## src/common/rob_pkg.sv

```systemverilog
package rob_pkg;

  // buffer geometry
  localparam int ROB_SIZE   = 8;
  localparam int ROB_ADDR_W = 3;
  localparam int ROB_PTR_W  = ROB_ADDR_W + 1;

  // payload widths
  localparam int REG_ADDR_W = 5;
  localparam int DATA_W     = 32;
  localparam int ADDR_W     = 32;
  localparam int EXC_W      = 4;

  typedef logic [ROB_ADDR_W-1:0] rob_idx_t;

  // index plus wrap bit on top
  typedef logic [ROB_PTR_W-1:0] rob_ptr_t;

  typedef struct packed {
    logic                  done;
    logic                  reg_write_en;
    logic [REG_ADDR_W-1:0] reg_write_addr;
    logic                  is_delayslot;
    logic [EXC_W-1:0]      exc_type;
    logic [DATA_W-1:0]     result;
    logic [ADDR_W-1:0]     pc;
  } rob_entry_t;

  // one request word per cycle
  typedef struct packed {
    logic     write_en;
    logic     update_en;
    rob_idx_t update_addr;
    logic     read_en;
    logic     read_head_en;
    logic     commit_en;
    logic     erase_en;
    rob_idx_t erase_addr;
  } rob_ctrl_t;

  typedef struct packed {
    logic can_write;
    logic can_read;
    logic can_commit;
  } rob_status_t;

  // read port result is zero when nothing is read
  typedef struct packed {
    rob_idx_t   rob_addr;
    rob_entry_t entry;
  } rob_read_t;

endpackage

```

## src/hw/rob_top.sv

```systemverilog
module rob_top
  import rob_pkg::*;
(
  input  logic        clk,
  input  logic        rst,
  input  rob_ctrl_t   ctrl,
  input  rob_entry_t  entry_in,
  output rob_status_t status,
  output rob_read_t   rd
);

  logic     line_we;
  rob_idx_t line_idx;
  logic     rd_valid;
  rob_idx_t rd_idx;
  rob_idx_t head_idx;
  logic     head_done;

  rob_ptr_ctrl rob_ptr_ctrl_inst (
    .clk       (clk),
    .rst       (rst),
    .ctrl      (ctrl),
    .head_done (head_done),
    .status    (status),
    .line_we   (line_we),
    .line_idx  (line_idx),
    .rd_valid  (rd_valid),
    .rd_idx    (rd_idx),
    .head_idx  (head_idx)
  );

  rob_entry_array rob_entry_array_inst (
    .clk       (clk),
    .rst       (rst),
    .line_we   (line_we),
    .line_idx  (line_idx),
    .entry_in  (entry_in),
    .rd_valid  (rd_valid),
    .rd_idx    (rd_idx),
    .head_idx  (head_idx),
    .head_done (head_done),
    .rd        (rd)
  );

endmodule

```

## src/rob/rob_entry_array.sv

```systemverilog
module rob_entry_array
  import rob_pkg::*;
(
  input  logic       clk,
  input  logic       rst,
  input  logic       line_we,
  input  rob_idx_t   line_idx,
  input  rob_entry_t entry_in,
  input  logic       rd_valid,
  input  rob_idx_t   rd_idx,
  input  rob_idx_t   head_idx,
  output logic       head_done,
  output rob_read_t  rd
);

  // payload storage
  rob_entry_t lines [ROB_SIZE];

  // done bits cleared on reset
  logic [ROB_SIZE-1:0] done_q;

  rob_entry_t sel_entry;

  always_ff @(posedge clk) begin
    if (!rst) begin
      done_q <= '0;
    end else if (line_we) begin
      done_q[line_idx] <= entry_in.done;
    end
  end

  always_ff @(posedge clk) begin
    if (line_we) begin
      lines[line_idx] <= entry_in;
    end
  end

  // done comes from the reset-cleared copy
  always_comb begin
    sel_entry      = lines[rd_idx];
    sel_entry.done = done_q[rd_idx];
  end

  always_comb begin
    if (rd_valid) begin
      rd.rob_addr = rd_idx;
      rd.entry    = sel_entry;
    end else begin
      rd = '0;
    end
  end

  assign head_done = done_q[head_idx];

endmodule

```

## src/rob/rob_ptr_ctrl.sv

```systemverilog
module rob_ptr_ctrl
  import rob_pkg::*;
(
  input  logic        clk,
  input  logic        rst,
  input  rob_ctrl_t   ctrl,
  input  logic        head_done,
  output rob_status_t status,
  output logic        line_we,
  output rob_idx_t    line_idx,
  output logic        rd_valid,
  output rob_idx_t    rd_idx,
  output rob_idx_t    head_idx
);

  rob_ptr_t head_ptr;
  rob_ptr_t read_ptr;
  rob_ptr_t tail_ptr;

  rob_idx_t head_i;
  rob_idx_t read_i;
  rob_idx_t tail_i;

  logic empty;
  logic full;
  logic alloc;

  // erase helpers
  rob_idx_t erase_dist;
  rob_ptr_t erase_tail;
  rob_ptr_t read_adv;
  rob_ptr_t read_span;
  logic     read_past_tail;

  assign head_i = head_ptr[ROB_ADDR_W-1:0];
  assign read_i = read_ptr[ROB_ADDR_W-1:0];
  assign tail_i = tail_ptr[ROB_ADDR_W-1:0];

  // wrap bit tells empty from full when the indices match
  assign empty = (head_ptr == tail_ptr);
  assign full  = (head_i == tail_i) &&
                 (head_ptr[ROB_ADDR_W] != tail_ptr[ROB_ADDR_W]);

  always_comb begin
    status.can_write  = !full;
    status.can_read   = (read_ptr != tail_ptr);
    status.can_commit = !empty && head_done;
  end

  // allocation is dropped while an erase is in flight
  assign alloc = ctrl.write_en && !ctrl.erase_en;

  // write wins over update on the shared entry bus
  always_comb begin
    line_we  = alloc || ctrl.update_en;
    line_idx = alloc ? tail_i : ctrl.update_addr;
  end

  // issue read wins over head peek
  always_comb begin
    rd_valid = ctrl.read_en || ctrl.read_head_en;
    rd_idx   = ctrl.read_en ? read_i : head_i;
  end

  assign head_idx = head_i;

  // new tail keeps the wrap bit by counting from the head
  assign erase_dist = ctrl.erase_addr - head_i;
  assign erase_tail = head_ptr + {1'b0, erase_dist};

  assign read_adv  = ctrl.read_en ? read_ptr + rob_ptr_t'(1) : read_ptr;
  assign read_span = read_adv - head_ptr;

  // read pointer further from head than the new tail
  assign read_past_tail = read_span > {1'b0, erase_dist};

  always_ff @(posedge clk) begin
    if (!rst) begin
      head_ptr <= '0;
    end else if (ctrl.commit_en) begin
      head_ptr <= head_ptr + rob_ptr_t'(1);
    end
  end

  always_ff @(posedge clk) begin
    if (!rst) begin
      read_ptr <= '0;
    end else if (ctrl.erase_en && read_past_tail) begin
      read_ptr <= erase_tail;
    end else begin
      read_ptr <= read_adv;
    end
  end

  always_ff @(posedge clk) begin
    if (!rst) begin
      tail_ptr <= '0;
    end else if (ctrl.erase_en) begin
      tail_ptr <= erase_tail;
    end else if (ctrl.write_en) begin
      tail_ptr <= tail_ptr + rob_ptr_t'(1);
    end
  end

endmodule
```

## config.mk

```make
export PLATFORM = sky130hd
export DESIGN_NAME = rob_top
export DESIGN_NICKNAME = d
export VERILOG_FILES = /design/src/common/rob_pkg.sv /design/src/hw/rob_top.sv /design/src/rob/rob_entry_array.sv /design/src/rob/rob_ptr_ctrl.sv
export SDC_FILE = /design/constraint.sdc
export NUM_CORES = 1
export LEC_CHECK = 0
export BUFFER_PORTS_ARGS = -buffer_cell sky130_fd_sc_hd__buf_2
export CORE_UTILIZATION = 60
export CTS_CLUSTER_SIZE = 12
export DETAILED_ROUTE_END_ITERATION = 16
export PLACE_DENSITY = 0.79
export SLEW_MARGIN = 20
export SYNTH_ARGS = -nofsm -noshare
export SYNTH_HDL_FRONTEND = slang
export SYNTH_SLANG_ARGS = --single-unit
```

## constraint.sdc

```tcl
create_clock -name clk -period 7.8 [get_ports clk]
set_input_delay 1.56 -clock clk [delete_from_list [all_inputs] [get_ports clk]]
set_output_delay 1.56 -clock clk [all_outputs]
set_load 0.005 [all_outputs]
```

==> results of run 1 <==
## layout make-up
class / count / area [sq um]
sequential: 620 / 18400
fill: 2385 / 11900
multi-input combinational: 375 / 5280
clock buffer: 82 / 1620
timing repair buffer: 196 / 1090
tap: 518 / 648
clock inverter: 8 / 78.8
inverter: 16 / 60.1
antenna: 4 / 10.0
## worst min path at each step
stage / to / slack (ns) / cells after the start
2_1_floorplan: rob_entry_array_inst.done_q[1] / 0.46 / 2
3_3_place_gp: rob_entry_array_inst.done_q[3] / 0.48 / 2
3_5_place_dp: rob_entry_array_inst.done_q[0] / 0.49 / 2
4_1_cts: rob_entry_array_inst.done_q[3] / 0.50 / 2
5_1_grt: rob_entry_array_inst.done_q[3] / 0.52 / 2
6_report: rob_entry_array_inst.done_q[3] / 0.50 / 2
## where the power goes
| part | internal, mW | leakage (nW) | total [mW] | switching, mW |
|---|---|---|---|---|
| clock network | 1.46 | 0.821 | 2.58 | 1.12 |
| registers | 3.79 | 5.62 | 3.84 | 0.0521 |
| logic | 0.671 | 2.82 | 1.38 | 0.712 |
| total | 5.91 | 9.26 | 7.80 | 1.89 |
## synthesized netlist by cell type, drive strengths merged, types with 2 or more instances
library cell,n
nand3,2
xnor2,14
nand4,5
a211oi,5
a22o,76
mux2,3
fa,3
nor4bb,2
edfxtp,600
o21ai,10
buf,29
mux4,154
xor2,11
nand2,16
nor3,2
ha,12
clkbuf,33
nor2b,4
inv,16
a21oi,8
a31oi,5
nor2,23
nand2b,2
mux2i,8
dfxtp,20
## worst min-delay path: cells and delay by family (launching register included)
family / cells / cell delay [ns]
AOI/OAI and AO/OA: 2 / 0.13
DFF: 1 / 0.32
## through the flow
step           instance area (sq um)  utilization (%)
4_1_cts                        27200             69.5
3_5_place_dp                   25500             65.2
6_report                       27200             69.6
3_3_place_gp                   25500             65.2
5_1_grt                        27200             69.6
2_1_floorplan                  24000                -
## kinds of logic (layout without fill, tap and decap cells)
logic type,after synthesis,after routing,share of synthesized area [%]
AO/OA/AOI/OAI,109,109,3.60
XOR/XNOR,25,25,0.912
AND/OR/NAND/NOR,61,61,1.22
adder cells (fa/ha/maj),15,15,0.875
multiplexers,165,165,15.0
flip-flops,620,620,76.7
buffers and inverters,78,302,1.74
other,0,4,0
## sequential cells by signal, summed over array words and instances, names as in the netlist
name and cells:
rob_entry_array_inst.lines 600, rob_entry_array_inst.done_q 8, rob_ptr_ctrl_inst.head_ptr 4, rob_ptr_ctrl_inst.read_ptr 4
rob_ptr_ctrl_inst.tail_ptr 4
## routing by layer
layer	vias up	GRT usage [%]	part of all wire, %
met4	2	9.04	2.9
met5	-	0	0.025
met3	93	4.47	7.3
met1	5951	32.9	40
met2	489	38.6	50
li1	4912	-	-
==> out/summary.txt, run 1 <==
Outcome: finished, final reports clean
Dominant cell type by area after synthesis: edfxtp_1
Req. time, crit path: 6.24 ns
Synthesized area per cell: 22.4 sq um
WP buf/inv: 3
Worst IR drop on VDD: 0.249 mV
Root buffer cell: clkbuf_16
Synthesized flop and latch total: 620
Max Transition Viols Final: 0
Cells after Synth: 1073
Violation count after the first detailed-routing iteration: 1087
Overall routed net length: 47200 microns
DR vias: 11400
Number of cells traversed by the worst register-to-register path: 11
Proportion of synthesized chip area in sequential cells: 76.7%
Total nets after synthesis: 1178
CTS tree: done
Max frequency: 180 MHz
Site Rows: 72
H-tree level count: 2
Number of setup buffers added after CTS: 0
Post-synth top flop: edfxtp_1
Area growth, synth to finish: 13.3%
Worst stage delay on the critical path: 0.68 ns
Post-DP HPWL: 24800 microns
CTS sink count: 620
Worst Tran Pin Value: 0.842 ns
Termination of the worst setup path: rd[34]
Commonest non-fill, non-tap cell in the layout: edfxtp_1
Start point of the worst hold path: rob_entry_array_inst.done_q[3]
Wire per inst: 26.0 microns
DR vias/cell: 6.29
Overall die width: 202 microns
Register-to-Register Setup Slack: 4.61 ns
Cts hold-fix bufs: 0
Count of distinct cell types in the synthesized netlist: 41
Post-Place Setup Slack: 2.24 ns
Proportion of layout cells with a drive suffix above 1: 33.3%
Unrepaired setup endpoints after global routing: no
Placed insts: 1725
Overflow after GRT: 0
Cell repeated most along the worst path: buf_2
Area enclosed by the die boundary: 40800 sq um
Setup crit end kind: output port
Type of the setup path with the least slack: in2out
Number of cells upsized or downsized after cts: 0
Worst setup path start: ctrl[6]
Cell class contributing the biggest share of worst-path delay: buffers and inverters
Wire length of the first global-routing pass: 71400 microns
Final worst-path setup slack: 2.24 ns
Post-layout instance count excluding filler cells: 1819
Power density over cell area: 287 nW/um^2
Total clock buffers created by CTS: 60
Worst Path Arrival: 4.00 ns
Overall fraction of global-route tracks in use: 23.9%
Count of buffers inserted at the top-level ports: 171
Area of the core region: 39100 sq um
DR pass1 iterations: 5
Antenna violations before repair: 5
Maximum clock insertion buffer count: 3
Worst-path cell with the longest stage delay: buf_4
Class of the most critical hold timing path: reg2reg
Sum Neg Setup Slack: 0 ns
Vias in the first global route: 11800
Critical R2R Launch: rob_ptr_ctrl_inst.read_ptr[0]
Final-stage net count: 1374
Cell area after synthesis: 24000 sq um
Minimum period implied by the final worst setup slack: 5.56 ns
Proportion of synthesized flip-flops having asynchronous set or reset: 0%
Max Clock Skew: 0.0145 ns
Clock slew seen by the registers of the worst setup and hold paths: 0.06 ns
Total of endpoints with negative setup slack in the final report: 0
Leading post-synthesis cells by cell area: edfxtp_1 (75%), mux4_2 (14%), a22o_1 (2.8%)
Clock Latency Late Sink: 0.61 ns
Pin count of the biggest net entering global routing: 68
Number of synthesized flops with an enable pin: 600
Headroom to the max-slew limit: 43.8%
Highest-count cells in the layout ignoring fill and taps: edfxtp_1 (600), buf_2 (171), mux4_2 (154)
Number of maximum-capacitance constraint violations: 0
Cell count along the critical path: 6
Initial Utilization: 61.4%
DR DRC count: 0
CP max FO: 42
Number of top-level pins: 172
Number of warning messages in the yosys log: 0
Share of the clock period used by the worst path: 71.3%
Critical R2R Capture: rob_ptr_ctrl_inst.read_ptr[0]
Vertical die dimension: 202 microns
Remaining antenna violation count after routing: 0
Cell-by-cell listing of the critical path: buf_2 > mux2i_4 > buf_4 > mux4_2 > a22o_1 > buf_2
Routability congestion estimate from global placement: 0.806
Critical path startpoint category: primary input
Leakage power of the design: 9.26 nW
Worst hold slack: 0.499 ns
Total design power: 7.80 mW
Final hold viol count: 0
Portion of synthesized cell area occupied by the leading cell type: 75.0%
(Power assumes the default switching activity.)
==> run 2: changes to the inputs <==
clock period = 5.6 ns   (was 7.8 ns; I/O delays follow)
==> run 2 against run 1 <==
  * Hold slack worse by 0.0012 ns
  * Combinational power up 44%
  * Wire length increased by 1.4%
  * Critical path depth unchanged
  * Worst setup slack lost 1.1 ns
  * Via count about the same
  * Final area increased by 0.42%
  * Clock-buffer cell count is 8 lower
==> out/summary.txt, run 2 (synthesis results as in run 1) <==
Outcome: finished, final reports clean
Cell area after placement: 25700 sq um
Class of the most critical hold timing path: reg2reg
Site Rows: 72
Max Clock Skew: 0.0222 ns
Antenna violations before repair: 8
Overall fraction of global-route tracks in use: 24.1%
Wire per inst: 26.2 microns
Highest-count cells in the layout ignoring fill and taps: edfxtp_1 (600), buf_2 (171), mux4_2 (154)
DR vias: 11400
Wire length of the first global-routing pass: 72300 microns
Critical path startpoint category: primary input
CTS sink count: 620
Final worst-path setup slack: 1.12 ns
DR pass1 iterations: 5
Area growth, synth to finish: 13.7%
Number of setup buffers added after CTS: 0
Worst Tran Pin Value: 0.891 ns
Setup crit end kind: output port
Max Transition Viols Final: 0
Violation count after the first detailed-routing iteration: 970
Worst Path Arrival: 3.36 ns
Initial Utilization: 61.4%
Share of the clock period used by the worst path: 80.1%
Count of buffers inserted at the top-level ports: 171
Area enclosed by the die boundary: 40800 sq um
Req. time, crit path: 4.48 ns
Root buffer cell: clkbuf_16
Total of endpoints with negative setup slack in the final report: 0
Post-Place Setup Slack: 1.13 ns
Placed insts: 1737
Cts hold-fix bufs: 0
Number of maximum-capacitance constraint violations: 0
Overflow after GRT: 0
Clock Latency Late Sink: 0.60 ns
Overall routed net length: 47900 microns
Maximum clock insertion buffer count: 3
Max frequency: 223 MHz
Remaining antenna violation count after routing: 0
CP max FO: 41
Fill cells: 2361
Routability congestion estimate from global placement: 0.783
Post-layout instance count excluding filler cells: 1825
Clock slew seen by the registers of the worst setup and hold paths: 0.06 ns
Largest registers: rob_entry_array_inst.lines (600), rob_entry_array_inst.done_q (8)
Leakage power of the design: 9.31 nW
Type of the setup path with the least slack: in2out
Total clock buffers created by CTS: 59
Worst IR drop on VDD: 0.313 mV
Number of cells upsized or downsized after cts: 0
Vias in the first global route: 11900
Overall die width: 202 microns
Max FFs per register: 600
Commonest non-fill, non-tap cell in the layout: edfxtp_1
Minimum period implied by the final worst setup slack: 4.48 ns
Final-stage net count: 1385
Vertical die dimension: 202 microns
Post-DP HPWL: 26700 microns
Most flops, register: rob_entry_array_inst.lines
DR DRC count: 0
Final std cell area, no fill: 27300 sq um
CTS tree: done
DR vias/cell: 6.27
H-tree level count: 2
Pin count of the biggest net entering global routing: 78
Final core utilization: 69.9%
Number of top-level pins: 172
Power density over cell area: 394 nW/um^2
Final hold viol count: 0
Area of the core region: 39100 sq um
Headroom to the max-slew limit: 39.3%
Unrepaired setup endpoints after global routing: no
Proportion of layout cells with a drive suffix above 1: 33.9%
-- run 2: changes by cell type in the layout (fill, tap and decap cells not counted), sizes merged --
| cell | change |
|---|---|
| clkinvlp | +1 |
| buf | +12 |
| clkbuf | -8 |
| diode | +1 |
| bufinv | -1 |
| clkinv | +1 |
-- run 2: stage by stage --
stage | total power [mW] | TNS [ns] | hold WS [ns]
floorplan | 6.77 | -29.49 | 0.461
global placement | 7.42 | 0 | 0.480
detailed placement | 7.46 | 0 | 0.484
CTS | 10.9 | 0 | 0.494
global route | 11.2 | 0 | 0.538
finish | 10.8 | 0 | 0.498
-- run 2: critical path: stages --
cell	delay (ns)
buf_2	0.28
mux2i_4	0.82
buf_12	0.34
mux4_2	0.34
a22o_1	0.29
buf_2	0.14
-- run 2: report_power, final --
part	leakage (nW)	total (mW)	internal (mW)	switching, mW
logic	2.92	1.99	0.989	1.00
clock network	0.767	3.42	1.89	1.53
registers	5.62	5.35	5.28	0.0722
total	9.31	10.8	8.15	2.61
-- run 2: final cells by class --
type | instances | area [sq um] | share of cell area [%]
antenna | 5 | 12.5 | 0.0458
clock buffer | 74 | 1530 | 5.61
clock inverter | 9 | 46.3 | 0.169
inverter | 16 | 60.1 | 0.220
multi-input combinational | 375 | 5280 | 19.3
sequential | 620 | 18400 | 67.4
tap | 518 | 648 | 2.37
timing repair buffer | 208 | 1320 | 4.84
-- run 2: path summary, 6_finish.rpt --
check / from / to / slack [ns] / depth (start not counted)
worst min-delay path: rob_entry_array_inst.done_q[2] / rob_entry_array_inst.done_q[2] / 0.50 / 2
worst max register to register: rob_ptr_ctrl_inst.read_ptr[1] / rob_ptr_ctrl_inst.read_ptr[0] / 2.49 / 11
worst min register to register: rob_entry_array_inst.done_q[2] / rob_entry_array_inst.done_q[2] / 0.50 / 2
worst max-delay path: ctrl[6] / rd[20] / 1.12 / 6
-- run 2: layer usage --
metal | track usage, % | vias to the layer above | share of wire (%)
li1 | - | 4927 | -
met1 | 33.6 | 6009 | 41
met2 | 39.1 | 420 | 50
met3 | 4.40 | 84 | 7.2
met4 | 7.79 | 6 | 2.1
met5 | 0 | - | 0.063
==> run 3: changes to the inputs <==
ABC_AREA = 1   (was unset)
clock period = 4.2 ns   (was 5.6 ns; I/O delays follow)
==> run 3 against run 2 <==
  * Worst setup slack worse by 0.93 ns
  * Utilization down 0.31 points
  * Clock-buffer cell count up 7
  * Sequential share of layout area down 1.5 points
  * Register-to-register slack worse by 1.1 ns
  * Largest cell class unchanged
==> out/summary.txt, run 3 <==
Area growth, synth to finish: 13.2%
Overflow after GRT: 0
Proportion of synthesized chip area in sequential cells: 74.6%
Worst Tran Pin Value: 1.14 ns
Wire length of the first global-routing pass: 85100 microns
Total design power: 15.3 mW
Total of endpoints with negative setup slack in the final report: 0
CTS sink count: 620
Clock Latency Late Sink: 0.60 ns
Commonest non-fill, non-tap cell in the layout: edfxtp_1
Type of the setup path with the least slack: reg2out
Final worst-path setup slack: 0.188 ns
Overall fraction of global-route tracks in use: 26.8%
Initial Utilization: 61.5%
DR pass1 iterations: 5
Antenna violations before repair: 10
Outcome: finished, final reports clean
Synthesized flop and latch total: 620
Portion of synthesized cell area occupied by the leading cell type: 72.9%
Total nets after synthesis: 1923
Count of buffers inserted at the top-level ports: 171
Total clock buffers created by CTS: 59
Power density over cell area: 546 nW/um^2
Number of setup buffers added after CTS: 0
Most flops, register: rob_entry_array_inst.lines
Count of distinct cell types in the synthesized netlist: 38
Unrepaired setup endpoints after global routing: no
Area of the core region: 40200 sq um
Post-synth top flop: edfxtp_1
Critical path startpoint category: register
Headroom to the max-slew limit: 23.6%
Post-DP HPWL: 29600 microns
Post-Place Setup Slack: 0.512 ns
Max FFs per register: 600
Proportion of layout cells with a drive suffix above 1: 16.2%
DR vias: 15600
Leading post-synthesis cells by cell area: edfxtp_1 (73%), o21ai_0 (4.9%), nor2_1 (4.8%)
Number of warning messages in the yosys log: 0
Maximum clock insertion buffer count: 3
Overall die width: 205 microns
CP max FO: 141
Violation count after the first detailed-routing iteration: 1576
Highest-count cells in the layout ignoring fill and taps: edfxtp_1 (600), nor2_1 (310), o21ai_0 (244)
Vertical die dimension: 205 microns
H-tree level count: 2
DR vias/cell: 6.18
Dominant cell type by area after synthesis: edfxtp_1
Class of the most critical hold timing path: in2reg
Most frequent cell after synthesis: edfxtp_1
Wire per inst: 21.9 microns
Overall routed net length: 55400 microns
Max frequency: 249 MHz
Area enclosed by the die boundary: 42000 sq um
Vias in the first global route: 15400
Max Clock Skew: 0.00912 ns
Req. time, crit path: 3.36 ns
Number of maximum-capacitance constraint violations: 0
Most frequent cells after synthesis: edfxtp_1 (600), nor2_1 (318), o21ai_0 (244), o22a_1 (100), o21ai_1 (83)
Final-stage net count: 2077
Number of synthesized flops with an enable pin: 600
Leakage power of the design: 9.44 nW
Worst IR drop on VDD: 0.390 mV
Share of the clock period used by the worst path: 95.5%
Cell area after synthesis: 24700 sq um
Root buffer cell: clkbuf_16
Minimum period implied by the final worst setup slack: 4.01 ns
Remaining antenna violation count after routing: 0
Final hold viol count: 0
Setup crit end kind: output port
DR DRC count: 0
Largest registers: rob_entry_array_inst.lines (600), rob_entry_array_inst.done_q (8)
Site Rows: 73
Synthesized area per cell: 13.6 sq um
Pin count of the biggest net entering global routing: 142
Number of top-level pins: 172
Clock slew seen by the registers of the worst setup and hold paths: 0.06 ns
Worst Path Arrival: 3.17 ns
Max Transition Viols Final: 0
Cells after Synth: 1818
Routability congestion estimate from global placement: 0.797
Proportion of synthesized flip-flops having asynchronous set or reset: 0%
CTS tree: done
[run 3: stage by stage]
| stage | cell area, sq um | instances | util (%) | setup TNS [ns] | hold slack (ns) |
|---|---|---|---|---|---|
| 2_1_floorplan | 24700 | 1818 | - | -418.61 | 0.465 |
| 3_3_place_gp | 26300 | 2436 | 65.5 | 0 | 0.482 |
| 3_5_place_dp | 26300 | 2436 | 65.5 | 0 | 0.504 |
| 4_1_cts | 27900 | 2521 | 69.5 | 0 | 0.476 |
| 5_1_grt | 27900 | 2526 | 69.5 | 0 | 0.500 |
| 6_report | 28000 | 2529 | 69.6 | 0 | 0.507 |
[run 3: final timing paths]
| kind | start | end | slack [ns] | cells past startpoint |
|---|---|---|---|---|
| setup / recovery | rob_ptr_ctrl_inst.head_ptr[0] | rd[50] | 0.19 | 7 |
| hold / removal | entry_in[0] | rob_entry_array_inst.lines[0][0] | 0.51 | 1 |
| setup reg to reg | rob_ptr_ctrl_inst.head_ptr[0] | rob_ptr_ctrl_inst.read_ptr[1] | 1.41 | 13 |
| hold reg to reg | rob_entry_array_inst.done_q[3] | rob_entry_array_inst.done_q[3] | 0.53 | 2 |
[run 3: what timing repair did]
action	CTS	global route
resized for setup	0	1
hold buffers	0	0
setup endpoints to repair	0	3
[run 3: cell families (layout without fill, tap and decap cells)]
| kind of cell | Yosys count | after routing | synth area share (%) |
|---|---|---|---|
| flops | 620 | 620 | 74.6 |
| compound gates | 574 | 574 | 14.1 |
| simple gates | 440 | 440 | 7.18 |
| buf+inv | 155 | 333 | 2.79 |
| fa+ha+maj | 15 | 15 | 0.851 |
| xor+xnor | 14 | 14 | 0.496 |
| other cells | 0 | 8 | 0 |
[run 3: per-layer routing]
metal	GRT usage, %	up-vias	part of all wire (%)	routed length (microns)
li1	-	7116	-	-
met1	36.3	7718	41	22600
met2	43.8	660	49	27200
met3	4.07	124	7.4	4110
met4	10.7	8	2.7	1520
met5	0	-	0.079	44
[run 3: power breakdown]
part / internal, mW / switching [mW]
Clock: 2.57 / 2.05
Combinational: 1.31 / 2.19
Sequential: 7.06 / 0.0894
Total: 10.9 / 4.33
[run 3: worst max-delay path: stages (launching register included)]
cell     delay, ns
dfxtp_1       0.62
inv_1         0.22
o21ai_4       0.37
buf_16        0.41
o21ai_0       0.18
o22a_1        0.23
o22ai_1       0.22
buf_2         0.16
[run 3: final cells by class]
class / instances / area [sq um]
sequential: 620 / 18400
fill: 2621 / 12200
multi-input combinational: 1043 / 5680
clock buffer: 81 / 1580
timing repair buffer: 212 / 1430
tap: 525 / 657
inverter: 36 / 145
clock inverter: 4 / 23.8
antenna: 8 / 20.0
